==> config.mk <==
export PLATFORM = sky130hd
export DESIGN_NAME = frontend_top
export DESIGN_NICKNAME = d
export VERILOG_FILES = /design/src/rtl/fetch_pkg.sv /design/src/rtl/branch_predecode.sv /design/src/rtl/fetch_pc_gen.sv /design/src/rtl/frontend_top.sv /design/src/rtl/inst_buffer.sv
export SDC_FILE = /design/constraint.sdc
export NUM_CORES = 2
export LEC_CHECK = 0
export BUFFER_PORTS_ARGS = -buffer_cell sky130_fd_sc_hd__clkbuf_2
export CORE_MARGIN = 2
export CORE_UTILIZATION = 30
export DETAILED_ROUTE_END_ITERATION = 8
export PLACE_DENSITY_LB_ADDON = 0.12
export SLEW_MARGIN = 10
export SYNTH_ARGS = -nofsm -noshare
export SYNTH_HDL_FRONTEND = slang
export SYNTH_HIERARCHICAL = 1
export SYNTH_SLANG_ARGS = --single-unit
==> constraint.sdc <==
create_clock -name clk -period 10.4 [get_ports clk]
set_input_delay 0 -clock clk [delete_from_list [all_inputs] [get_ports clk]]
set_output_delay 0 -clock clk [all_outputs]
set_load 0.02 [all_outputs]
==> src/rtl/fetch_pkg.sv <==
package fetch_pkg;

    //////////////////////////////
    // Fetch and buffer constants
    //////////////////////////////

    // First fetch address out of reset
    localparam logic [31:0] RESET_PC = 32'h1c000000;

    // Instruction buffer geometry
    localparam int IBUF_DEPTH   = 16;
    localparam int IBUF_AW      = 4;
    // One bit wider than the pointers so that full is countable
    localparam int IBUF_COUNT_W = 5;

    // Major opcode of a PC-relative branch
    localparam logic [5:0] BRANCH_OPCODE = 6'b010011;

    //////////////////////////////
    // Instruction word
    //////////////////////////////

    // Same 32 bits, read either as a branch or as an opaque word
    typedef union packed {
        struct packed {
            logic [5:0]         opcode;
            // Word offset, relative to the branch address
            logic signed [15:0] offset;
            logic [9:0]         rest;
        } branch_fmt;
        logic [31:0] raw;
    } inst_word_u;

endpackage

==> src/rtl/branch_predecode.sv <==
`timescale 1ns/1ps

module branch_predecode
    import fetch_pkg::*;
(
    input  logic        clk,
    input  logic        rst_n_i,
    input  logic        flush_i,
    input  logic        resp_valid_i,
    input  logic [31:0] resp_pc_i,
    input  logic [31:0] resp_inst_i,
    output logic        redirect_valid_o,
    output logic [31:0] redirect_pc_o,
    output logic        pd_valid_o,
    output logic [31:0] pd_inst_o,
    output logic [31:0] pd_pc_o,
    output logic        pd_is_branch_o,
    output logic        pd_taken_o,
    output logic [31:0] pd_target_o
);

    inst_word_u  word;
    logic        drop_q;
    logic        live;
    logic        is_branch;
    logic        taken;
    logic [31:0] target;

    assign word.raw = resp_inst_i;

    // Response to a request made in the flush cycle is stale
    assign live = resp_valid_i && !drop_q;

    assign is_branch = word.branch_fmt.opcode == BRANCH_OPCODE;

    // Word offset scaled to bytes
    assign target = resp_pc_i
                  + {{14{word.branch_fmt.offset[15]}}, word.branch_fmt.offset, 2'b00};

    // Backward taken, forward not taken
    assign taken = is_branch && word.branch_fmt.offset[15];

    assign redirect_valid_o = live && taken;
    assign redirect_pc_o    = target;

    always_ff @(posedge clk) begin
        if (!rst_n_i) begin
            drop_q     <= 1'b0;
            pd_valid_o <= 1'b0;
        end else begin
            drop_q     <= flush_i;
            pd_valid_o <= live && !flush_i;
        end
    end

    // Payload, only looked at when pd_valid_o is set
    always_ff @(posedge clk) begin
        pd_inst_o      <= word.raw;
        pd_pc_o        <= resp_pc_i;
        pd_is_branch_o <= is_branch;
        pd_taken_o     <= taken;
        pd_target_o    <= target;
    end

    // Responses come back word aligned, so targets stay aligned too
    a_resp_aligned: assert property (
        @(posedge clk) disable iff (!rst_n_i)
        resp_valid_i |-> resp_pc_i[1:0] == 2'b00
    );

endmodule

==> src/rtl/fetch_pc_gen.sv <==
`timescale 1ns/1ps

module fetch_pc_gen
    import fetch_pkg::*;
(
    input  logic                    clk,
    input  logic                    rst_n_i,
    input  logic                    flush_i,
    input  logic [31:0]             flush_pc_i,
    input  logic                    redirect_valid_i,
    input  logic [31:0]             redirect_pc_i,
    input  logic [IBUF_COUNT_W-1:0] free_count_i,
    output logic                    fetch_req_o,
    output logic [31:0]             fetch_pc_o
);

    // Held low for the first cycle out of reset
    logic        run_q;
    // Flush address waiting to be requested
    logic        restart_q;
    // Address of the next sequential request, or the restart address
    logic [31:0] pc_q;
    logic        has_room;

    // Room for the response in flight, the entry being written and this request
    assign has_room = free_count_i >= IBUF_COUNT_W'(3);

    assign fetch_req_o = run_q && has_room;

    // A pending restart outranks a predicted-taken redirect
    assign fetch_pc_o = (redirect_valid_i && !restart_q) ? redirect_pc_i : pc_q;

    always_ff @(posedge clk) begin
        if (!rst_n_i) begin
            run_q     <= 1'b0;
            restart_q <= 1'b0;
            pc_q      <= RESET_PC;
        end else begin
            run_q <= 1'b1;
            if (flush_i) begin
                restart_q <= 1'b1;
                pc_q      <= flush_pc_i;
            end else if (fetch_req_o) begin
                restart_q <= 1'b0;
                pc_q      <= fetch_pc_o + 32'd4;
            end else if (redirect_valid_i && !restart_q) begin
                // Throttled this cycle, so keep the target for later
                pc_q <= redirect_pc_i;
            end
        end
    end

    //////////////////////////////
    // Checks
    //////////////////////////////

    // First request after a flush goes to the flush address
    a_restart_pc: assert property (
        @(posedge clk) disable iff (!rst_n_i)
        $past(flush_i) && fetch_req_o |-> fetch_pc_o == $past(flush_pc_i)
    );

endmodule

==> src/rtl/frontend_top.sv <==
`timescale 1ns/1ps

module frontend_top
    import fetch_pkg::*;
(
    input  logic        clk,
    input  logic        rst_n_i,
    // Instruction cache
    output logic        fetch_req_o,
    output logic [31:0] fetch_pc_o,
    input  logic        resp_valid_i,
    input  logic [31:0] resp_pc_i,
    input  logic [31:0] resp_inst_i,
    // Decode
    input  logic [1:0]  issue_en_i,
    input  logic        flush_i,
    input  logic [31:0] flush_pc_i,
    output logic        slot0_valid_o,
    output logic [31:0] slot0_inst_o,
    output logic [31:0] slot0_pc_o,
    output logic        slot0_is_branch_o,
    output logic        slot0_taken_o,
    output logic [31:0] slot0_target_o,
    output logic        slot1_valid_o,
    output logic [31:0] slot1_inst_o,
    output logic [31:0] slot1_pc_o,
    output logic        slot1_is_branch_o,
    output logic        slot1_taken_o,
    output logic [31:0] slot1_target_o
);

    logic                    pd_valid;
    logic [31:0]             pd_inst;
    logic [31:0]             pd_pc;
    logic                    pd_is_branch;
    logic                    pd_taken;
    logic [31:0]             pd_target;
    logic                    redirect_valid;
    logic [31:0]             redirect_pc;
    logic [IBUF_COUNT_W-1:0] free_count;

    fetch_pc_gen pc_gen_i (
        .clk              (clk),
        .rst_n_i          (rst_n_i),
        .flush_i          (flush_i),
        .flush_pc_i       (flush_pc_i),
        .redirect_valid_i (redirect_valid),
        .redirect_pc_i    (redirect_pc),
        .free_count_i     (free_count),
        .fetch_req_o      (fetch_req_o),
        .fetch_pc_o       (fetch_pc_o)
    );

    branch_predecode predecode_i (
        .clk              (clk),
        .rst_n_i          (rst_n_i),
        .flush_i          (flush_i),
        .resp_valid_i     (resp_valid_i),
        .resp_pc_i        (resp_pc_i),
        .resp_inst_i      (resp_inst_i),
        .redirect_valid_o (redirect_valid),
        .redirect_pc_o    (redirect_pc),
        .pd_valid_o       (pd_valid),
        .pd_inst_o        (pd_inst),
        .pd_pc_o          (pd_pc),
        .pd_is_branch_o   (pd_is_branch),
        .pd_taken_o       (pd_taken),
        .pd_target_o      (pd_target)
    );

    inst_buffer ibuf_i (
        .clk               (clk),
        .rst_n_i           (rst_n_i),
        .flush_i           (flush_i),
        .pd_valid_i        (pd_valid),
        .pd_inst_i         (pd_inst),
        .pd_pc_i           (pd_pc),
        .pd_is_branch_i    (pd_is_branch),
        .pd_taken_i        (pd_taken),
        .pd_target_i       (pd_target),
        .issue_en_i        (issue_en_i),
        .free_count_o      (free_count),
        .slot0_valid_o     (slot0_valid_o),
        .slot0_inst_o      (slot0_inst_o),
        .slot0_pc_o        (slot0_pc_o),
        .slot0_is_branch_o (slot0_is_branch_o),
        .slot0_taken_o     (slot0_taken_o),
        .slot0_target_o    (slot0_target_o),
        .slot1_valid_o     (slot1_valid_o),
        .slot1_inst_o      (slot1_inst_o),
        .slot1_pc_o        (slot1_pc_o),
        .slot1_is_branch_o (slot1_is_branch_o),
        .slot1_taken_o     (slot1_taken_o),
        .slot1_target_o    (slot1_target_o)
    );

endmodule

==> src/rtl/inst_buffer.sv <==
`timescale 1ns/1ps

module inst_buffer
    import fetch_pkg::*;
(
    input  logic                    clk,
    input  logic                    rst_n_i,
    input  logic                    flush_i,
    input  logic                    pd_valid_i,
    input  logic [31:0]             pd_inst_i,
    input  logic [31:0]             pd_pc_i,
    input  logic                    pd_is_branch_i,
    input  logic                    pd_taken_i,
    input  logic [31:0]             pd_target_i,
    input  logic [1:0]              issue_en_i,
    output logic [IBUF_COUNT_W-1:0] free_count_o,
    output logic                    slot0_valid_o,
    output logic [31:0]             slot0_inst_o,
    output logic [31:0]             slot0_pc_o,
    output logic                    slot0_is_branch_o,
    output logic                    slot0_taken_o,
    output logic [31:0]             slot0_target_o,
    output logic                    slot1_valid_o,
    output logic [31:0]             slot1_inst_o,
    output logic [31:0]             slot1_pc_o,
    output logic                    slot1_is_branch_o,
    output logic                    slot1_taken_o,
    output logic [31:0]             slot1_target_o
);

    //////////////////////////////
    // Storage
    //////////////////////////////

    logic [31:0] inst_mem   [IBUF_DEPTH];
    logic [31:0] pc_mem     [IBUF_DEPTH];
    logic        branch_mem [IBUF_DEPTH];
    logic        taken_mem  [IBUF_DEPTH];
    logic [31:0] target_mem [IBUF_DEPTH];

    logic [IBUF_AW-1:0]      head_q;
    logic [IBUF_AW-1:0]      tail_q;
    logic [IBUF_AW-1:0]      head_nx;
    logic [IBUF_COUNT_W-1:0] count_q;
    logic [IBUF_COUNT_W-1:0] pop_req;
    logic [IBUF_COUNT_W-1:0] pop_cnt;
    logic                    push;
    logic                    take0;
    logic                    take1;

    assign free_count_o = IBUF_COUNT_W'(IBUF_DEPTH) - count_q;

    // Entry written during a flush belongs to the old path
    assign push = pd_valid_i && !flush_i;

    // Slot 1 counts only together with slot 0
    always_comb begin
        if (issue_en_i[0] && issue_en_i[1]) begin
            pop_req = IBUF_COUNT_W'(2);
        end else if (issue_en_i[0]) begin
            pop_req = IBUF_COUNT_W'(1);
        end else begin
            pop_req = '0;
        end
    end

    // Never pop more than is stored
    assign pop_cnt = (pop_req > count_q) ? count_q : pop_req;
    assign take0   = pop_cnt != '0;
    assign take1   = pop_cnt == IBUF_COUNT_W'(2);

    // Wraps around at the end of the array
    assign head_nx = head_q + 1'b1;

    //////////////////////////////
    // Pointers and occupancy
    //////////////////////////////

    always_ff @(posedge clk) begin
        if (!rst_n_i || flush_i) begin
            head_q  <= '0;
            tail_q  <= '0;
            count_q <= '0;
        end else begin
            if (push) begin
                tail_q <= tail_q + 1'b1;
            end
            head_q  <= head_q + IBUF_AW'(pop_cnt);
            count_q <= count_q + IBUF_COUNT_W'(push) - pop_cnt;
        end
    end

    always_ff @(posedge clk) begin
        if (push) begin
            inst_mem[tail_q]   <= pd_inst_i;
            pc_mem[tail_q]     <= pd_pc_i;
            branch_mem[tail_q] <= pd_is_branch_i;
            taken_mem[tail_q]  <= pd_taken_i;
            target_mem[tail_q] <= pd_target_i;
        end
    end

    //////////////////////////////
    // Issue slots
    //////////////////////////////

    // Oldest entry to slot 0, the next one to slot 1
    always_ff @(posedge clk) begin
        if (!rst_n_i || flush_i) begin
            slot0_valid_o     <= 1'b0;
            slot0_inst_o      <= '0;
            slot0_pc_o        <= '0;
            slot0_is_branch_o <= 1'b0;
            slot0_taken_o     <= 1'b0;
            slot0_target_o    <= '0;
            slot1_valid_o     <= 1'b0;
            slot1_inst_o      <= '0;
            slot1_pc_o        <= '0;
            slot1_is_branch_o <= 1'b0;
            slot1_taken_o     <= 1'b0;
            slot1_target_o    <= '0;
        end else begin
            slot0_valid_o     <= take0;
            slot0_inst_o      <= take0 ? inst_mem[head_q] : '0;
            slot0_pc_o        <= take0 ? pc_mem[head_q] : '0;
            slot0_is_branch_o <= take0 && branch_mem[head_q];
            slot0_taken_o     <= take0 && taken_mem[head_q];
            slot0_target_o    <= take0 ? target_mem[head_q] : '0;
            slot1_valid_o     <= take1;
            slot1_inst_o      <= take1 ? inst_mem[head_nx] : '0;
            slot1_pc_o        <= take1 ? pc_mem[head_nx] : '0;
            slot1_is_branch_o <= take1 && branch_mem[head_nx];
            slot1_taken_o     <= take1 && taken_mem[head_nx];
            slot1_target_o    <= take1 ? target_mem[head_nx] : '0;
        end
    end

    //////////////////////////////
    // Checks
    //////////////////////////////

    // Fetch throttling upstream must keep a full buffer from being written
    a_no_push_full: assert property (
        @(posedge clk) disable iff (!rst_n_i)
        pd_valid_i |-> count_q != IBUF_COUNT_W'(IBUF_DEPTH)
    );

    // Counter and pointers describe the same occupancy
    a_count_matches_ptrs: assert property (
        @(posedge clk) disable iff (!rst_n_i)
        count_q <= IBUF_COUNT_W'(IBUF_DEPTH) && count_q[IBUF_AW-1:0] == tail_q - head_q
    );

endmodule

======== Word level (Yosys, flattened, before mapping) ========
Memory sizes are Yosys's and may differ from the RTL's. A register that Yosys moved wholly into a read port is not among the register bits.
Index checks and enable logic that the tools add are counted.
storage, ports and cells
  logic and storage cells ................. 72
  RAM bits ................................ 1568
  register bits after elaboration ......... 153
  output and inout port bits .............. 231
  input port bits ......................... 102
  memories kept ........................... 5
memories
  memory             depth  bits a word  read ports  clocked after memory_dff  write ports  RTL line           text
  ibuf_i.inst_mem    16     32           2           2                         1            inst_buffer.sv:35  logic [31:0] inst_mem [IBUF_DEPTH];
  ibuf_i.pc_mem      16     32           2           2                         1            inst_buffer.sv:36  logic [31:0] pc_mem [IBUF_DEPTH];
  ibuf_i.target_mem  16     32           2           2                         1            inst_buffer.sv:39  logic [31:0] target_mem [IBUF_DEPTH];
  ibuf_i.branch_mem  16     1            2           1                         1            inst_buffer.sv:37  logic branch_mem [IBUF_DEPTH];
  ibuf_i.taken_mem   16     1            2           1                         1            inst_buffer.sv:38  logic taken_mem [IBUF_DEPTH];
cells by class
  mux-type cells .......................... 13
  bitwise logic cells ..................... 2
  eq/ne operators ......................... 2
  add/subtract/negate cells ............... 8
  reduce and logical (&&, ||, !) cells .... 21
  $lt $le $gt $ge ......................... 2
operator list
  operator                 number
  $mux W32                 3
  $add A32 B3 Y32 const B  1
  $add A32 B32 Y32         1
  $logic_and A1 B1 Y1      12
  $mux W5                  2
  $add A4 B1 Y4 const B    2
  $mux W4                  2
  $eq A6 B5 Y1 const B     1
  $mux W1                  6
  $add A5 B1 Y5            1
  $eq A5 B2 Y1 const B     1
  $ge A5 B2 Y1 const B     1
  $gt A5 B5 Y1             1
  $reduce_bool A5 Y1       1
  $sub A5 B5 Y5            1
  $sub A5 B5 Y5 const A    1
  $add A4 B4 Y4            1
  $logic_not A1 Y1         4
  $reduce_or A2 Y1         2
  $not A1 Y1               2
  $reduce_bool A2 Y1       1
  $logic_or A1 B1 Y1       1

======== Longest topological paths before layout ========
  depth in word-level cells ............... 8
  depth in mapped cells ................... 17
  gate-level depth less buffers ........... 16

======== Modules after synthesis ========
The synthesis kept the hierarchy.
by module, submodules not included
  module            cells an instance  instances  sequential area each (um2)  area each (um2)
  inst_buffer       4058               1          51309.2                     76828.7
  branch_predecode  321                1          1961.9                      3537.1
  fetch_pc_gen      310                1          680.7                       2444.8

======== Worst setup path before layout ========
OpenSTA, ideal clock, no wires.
  path kind ............................... register to register
  start ................................... reg predecode_i.pd_valid_o
  end ..................................... mem ibuf_i.branch_mem[0] (enable)
  path slack .............................. 2268 ps
  cell stages (with the launch flop) ...... 4
  setup time .............................. 675 ps
  data arrival time ....................... 7457 ps
  period minus slack after synthesis ...... 8132 ps
  required time ........................... 9725 ps
  buffers on the path ..................... 0
  path through ............................ dfxtp_1 > nor2b_1 > nand2_1 > nor3_1
between the ends
  longest elaborated chain between the ends .. 3
ends and longest elaborated chain
  what                           RTL line                text
  start: declaration             branch_predecode.sv:14  output logic pd_valid_o,
  start signal: assignment       branch_predecode.sv:52  pd_valid_o <= live && !flush_i;
  $logic_and A1 B1 Y1            inst_buffer.sv:54       assign push = pd_valid_i && !flush_i;
  $mux W1                        inst_buffer.sv:94       if (push) begin
  $mux W1 (implied by the code)  inst_buffer.sv:97       branch_mem[tail_q] <= pd_is_branch_i;
  end: declaration               inst_buffer.sv:37
No other way between the ends.

======== Worst setup path after layout ========
  start ................................... in resp_inst_i[29]
  end ..................................... reg pc_gen_i.pc_q[8]
between the ends
  longest elaborated chain between the ends .. 8
ends and longest elaborated chain
  what                       RTL line                                text
  start: declaration         frontend_top.sv:13                      input logic [31:0] resp_inst_i,
  $eq A6 B5 Y1 (*)           branch_predecode.sv:34                  assign is_branch = word.branch_fmt.opcode == BRANCH_OPCODE;
  via predecode_i.is_branch  branch_predecode.sv:25                  logic is_branch;
  $logic_and A1 B1 Y1 (*)    branch_predecode.sv:41                  assign taken = is_branch && word.branch_fmt.offset[15];
  via predecode_i.taken      branch_predecode.sv:26                  logic taken;
  $logic_and A1 B1 Y1 (*)    branch_predecode.sv:43                  assign redirect_valid_o = live && taken;
  via redirect_valid         frontend_top.sv:38                      logic redirect_valid;
  $logic_and A1 B1 Y1 (*)    fetch_pc_gen.sv:31, fetch_pc_gen.sv:46
  $mux W32 (*)               fetch_pc_gen.sv:31                      assign fetch_pc_o = (redirect_valid_i && !restart_q) ? redirect_pc_i : pc_q;
  $add A32 B3 Y32            fetch_pc_gen.sv:45                      pc_q <= fetch_pc_o + 32'd4;
  $mux W32 (*)               fetch_pc_gen.sv:43                      end else if (fetch_req_o) begin
  $mux W32 (*)               fetch_pc_gen.sv:40                      if (flush_i) begin
  end signal: assignment     fetch_pc_gen.sv:42                      pc_q <= flush_pc_i;
  end signal: assignment     fetch_pc_gen.sv:45
  end signal: assignment     fetch_pc_gen.sv:48                      pc_q <= redirect_pc_i;
  end: declaration           fetch_pc_gen.sv:22                      logic [31:0] pc_q;
The timed path passes the listed nets; every way through them passes the cells marked *.
A chain may end at the register's enable or synchronous reset.

==> flow_summary_export.csv <==
group,metric,value,unit
finish,layout_commonest_cell,"edfxtp_1",
critical_path,cp_slowest_stage_delay,0.69,ns
worst_hold_path,hold_path_end,"predecode_i/pd_inst_o[13]",
power_and_ir_drop,swShare,25.6,%
sta,drv_slew,0,
critical_path,cp_top_family,"buffers and inverters",
power_and_ir_drop,p_per_area,188,nW/µm²
critical_path,r2r-end,"ibuf_i/slot1_target_o[18]",
finish,fillers,25664,
global_route,grt_pass1_vias,50814,
critical_path,timing.rr.start,"ibuf_i/head_q[1]",
logic_synthesis,netlist_instances,4689,
clock_tree,clock-sinks,1911,
die,die_area,280000,µm²
finish,multi_input_area,27400,µm²
logic_synthesis,synth_edf_count,1568,
finish,area_delta_synth_final,18.6,%
critical_path,rr_worst_depth,8,
place,portBuffers,332,
sta,holdWs,0.0793,ns
run_status,status,"finished clean",
detailed_routing,drc_errors,0,
critical_path,crit_slowest_cell,"mux2i_1",
logic_synthesis,synthFlopType,"edfxtp_1",
logic_synthesis,synth_fp_nets,4841,
finish,fin_cells,9124,
power_and_ir_drop,power.switching,4.73,mW
global_route,grt_usage,20.8,%
worst_hold_path,hp-start,"resp_inst_i[13]",
detailed_routing,wl_per_cell,32.4,µm
logic_synthesis,syn_avg_cell_area,17.7,µm²
finish,final_cell_area,98200,µm²
place,globalplace.congestion,0.785,
logic_synthesis,syn_area,82800,µm²
place,post-place-cells,8486,
global_route,grt_overflow,0,
place,place_hpwl,162000,µm
clock_tree,clk_pin_slew,0.06,ns
critical_path,worstPathArrival,5.66,ns
critical_path,start_kind,"primary input",
clock_tree,cts-resized-gates,0,
finish,largest_registers,"ibuf_i/inst_mem (512), ibuf_i/pc_mem (512), ibuf_i/target_mem (512)",
die,start_util,30.2,%
finish,drive_above_1_share,29.6,%
sta,min_period_over_period,47.0,%
detailed_routing,vias_per_cell,5.43,
critical_path,crit_buf_inv,6,
sta,min_period,4.89,ns
sta,clock.fmax,205,MHz
clock_tree,cts_tree,"built",
critical_path,setup.worst_path.end_class,"flip-flop",
sta,fin_skew,0.0655,ns
logic_synthesis,synthArstFlopShare,0,%
power_and_ir_drop,seqPwrFrac,47.4,%
global_route,antenna_found_initial,27,
die,core-area,274000,µm²
power_and_ir_drop,combPwrFrac,11.0,%
detailed_routing,vias,49538,
sta,finalWorstSetupSlack,5.51,ns
worst_hold_path,hold_depth,2,
detailed_routing,routed_wl,295000,µm
clock_tree,ctsHtreeMaxLevel,4,
power_and_ir_drop,total_power,18.5,mW
sta,rsz0062_at_grt,"no",
critical_path,cp.required,11.17,ns
power_and_ir_drop,power.internal,13.8,mW
sta,finalHoldViolations,0,
critical_path,crit_chain,"dlygate4sd3_1 > clkbuf_2 > nor4b_1 > and3_1 > and2_1 > and3b_1 > nor2b_4 > buf_4 > mux2i_1 > inv_1 > nand4b_2 > xnor2_1 > o21ai_0 > dlygate4sd3_1 > and2_1 > dlygate4sd3_1",
die,ioPinCount,333,
detailed_routing,firstDrtPassIters,5,
die,fp.dieW,529,µm
power_and_ir_drop,ir_drop,149,µV
critical_path,critical_path.max_fanout,49,
global_route,grt_pass1_wl,410000,µm
run,maxCapViolCount,0,
finish,seq_area,54000,µm²
global_route,grt_max_degree,139,
critical_path,worst_path_most_repeated_cell,"dlygate4sd3_1",
critical_path,crit_type,"primary input to flip-flop",
power_and_ir_drop,p_leak,30.8,nW
logic_synthesis,ys_seq_elements,1911,
critical_path,r2r_setup_slack,5.62,ns
logic_synthesis,synth.distinct_cells,74,
die,rows,192,
finish,utilization,35.8,%
logic_synthesis,yosysSeqAreaShare,65.2,%
finish,final_cell_mix,"edfxtp_1 (1568), mux4_2 (594), dfxtp_1 (339), clkbuf_2 (332), mux2i_1 (261)",
clock_tree,cts-root-buf,"clkbuf_16",
worst_hold_path,worstHoldPathType,"primary input to flip-flop",
die,die_h,529,µm
power_and_ir_drop,p_clk_share,41.6,%
place,pre_cts_ws,5.55,ns
finish,nNetsFinal,5395,
clock_tree,cts_buffers,219,
sta,max_slew_margin,24.3,%
detailed_routing,postRouteAntennaNets,0,
sta,fin_setup_tns,0,ns
sta,worst_pin_slew,1.13,ns
detailed_routing,drt_iter0_markers,4467,
place,dpl_cell_area,88800,µm²
clock_tree,clock_latency,0.90,ns
logic_synthesis,ys_warn_count,6,
clock_tree,clock_path_buffers,4,
sta,setup-violations-final,0,
-- power by group through the flow --
| stage | Clock [mW] | Sequential, mW | Combinational, mW |
|---|---|---|---|
| CTS | 7.89 | 8.76 | 2.06 |
| global route | 8.19 | 8.78 | 2.17 |
| global placement | 0 | 8.92 | 1.99 |
| detailed placement | 0 | 8.92 | 1.99 |
| finish | 7.70 | 8.76 | 2.04 |
| floorplan | 0 | 8.84 | 1.24 |
-- worst max-delay path by stage --
stage	cells past startpoint	from	endpoint	slack [ns]
2_1_floorplan	3	predecode_i/pd_valid_o	ibuf_i/branch_mem[0]	2.27
3_3_place_gp	8	ibuf_i/head_q[1]	ibuf_i/slot1_target_o[12]	5.56
3_5_place_dp	8	ibuf_i/head_q[1]	ibuf_i/slot1_target_o[16]	5.55
4_1_cts	8	ibuf_i/head_q[1]	ibuf_i/slot1_target_o[16]	5.50
5_1_grt	8	ibuf_i/head_q[1]	ibuf_i/slot1_target_o[16]	5.29
6_report	16	resp_inst_i[29]	pc_gen_i/pc_q[8]	5.51
-- synth_stat cells (all sizes together) (14+ instances only) --
| cell | instances | area, µm² |
|---|---|---|
| clkbuf | 187 | 702 |
| a21oi | 163 | 850 |
| nand2 | 83 | 312 |
| buf | 163 | 898 |
| mux2i | 263 | 2640 |
| a221oi | 118 | 1030 |
| a22oi | 218 | 1640 |
| mux4 | 594 | 13400 |
| nor3 | 163 | 821 |
| xnor2 | 40 | 350 |
| o22ai | 77 | 482 |
| inv | 36 | 135 |
| nand2b | 84 | 526 |
| ha | 47 | 588 |
| dfxtp | 343 | 6870 |
| a2bb2oi | 74 | 648 |
| nand4 | 15 | 106 |
| mux2 | 170 | 1920 |
| xor2 | 14 | 123 |
| nor2 | 59 | 221 |
| a21o | 14 | 105 |
| o21bai | 25 | 188 |
| edfxtp | 1568 | 47100 |
| o21ai | 30 | 158 |
| nand3 | 31 | 155 |
-- repair_timing --
action / in CTS / in global routing
hold buffers: 222 / 0
hold endpoints to repair: 125 / 0
setup buffers: 0 / 0
-- per-layer routing --
| metal | GRT usage (%) | share of wire (%) | wire length, µm | vias to the layer above |
|---|---|---|---|---|
| met3 | 2.77 | 4.8 | 14100 | 332 |
| met5 | 0 | 0 | 0 | - |
| met4 | 4.59 | 2.0 | 5980 | 0 |
| li1 | - | - | - | 20677 |
| met1 | 29.4 | 46 | 134000 | 26961 |
| met2 | 33.9 | 48 | 141000 | 1568 |
-- kinds of logic (layout without fill, tap and decap cells) --
| group | after synthesis | count (layout) | share of synthesized area [%] |
|---|---|---|---|
| adders and majority gates | 50 | 50 | 0.783 |
| and+or+nand+nor | 493 | 493 | 3.07 |
| xor gates and xnor gates | 54 | 54 | 0.571 |
| AOI/OAI and AO/OA | 766 | 766 | 6.66 |
| DFF | 1911 | 1911 | 65.2 |
| other | 1 | 8 | 0.00453 |
| buffers and inverters | 387 | 1129 | 2.10 |
| muxes | 1027 | 1027 | 21.7 |
-- layout make-up --
type,instances,area share (%)
Antenna cell,7,0.0178
Clock buffer,310,6.27
Clock inverter,99,0.994
Inverter,37,0.149
Multi-Input combinational cell,2391,27.9
Sequential cell,1911,55.0
Tap cell,3686,4.70
Timing Repair Buffer,683,5.06
No activity file was read; power rests on OpenSTA's default activity.
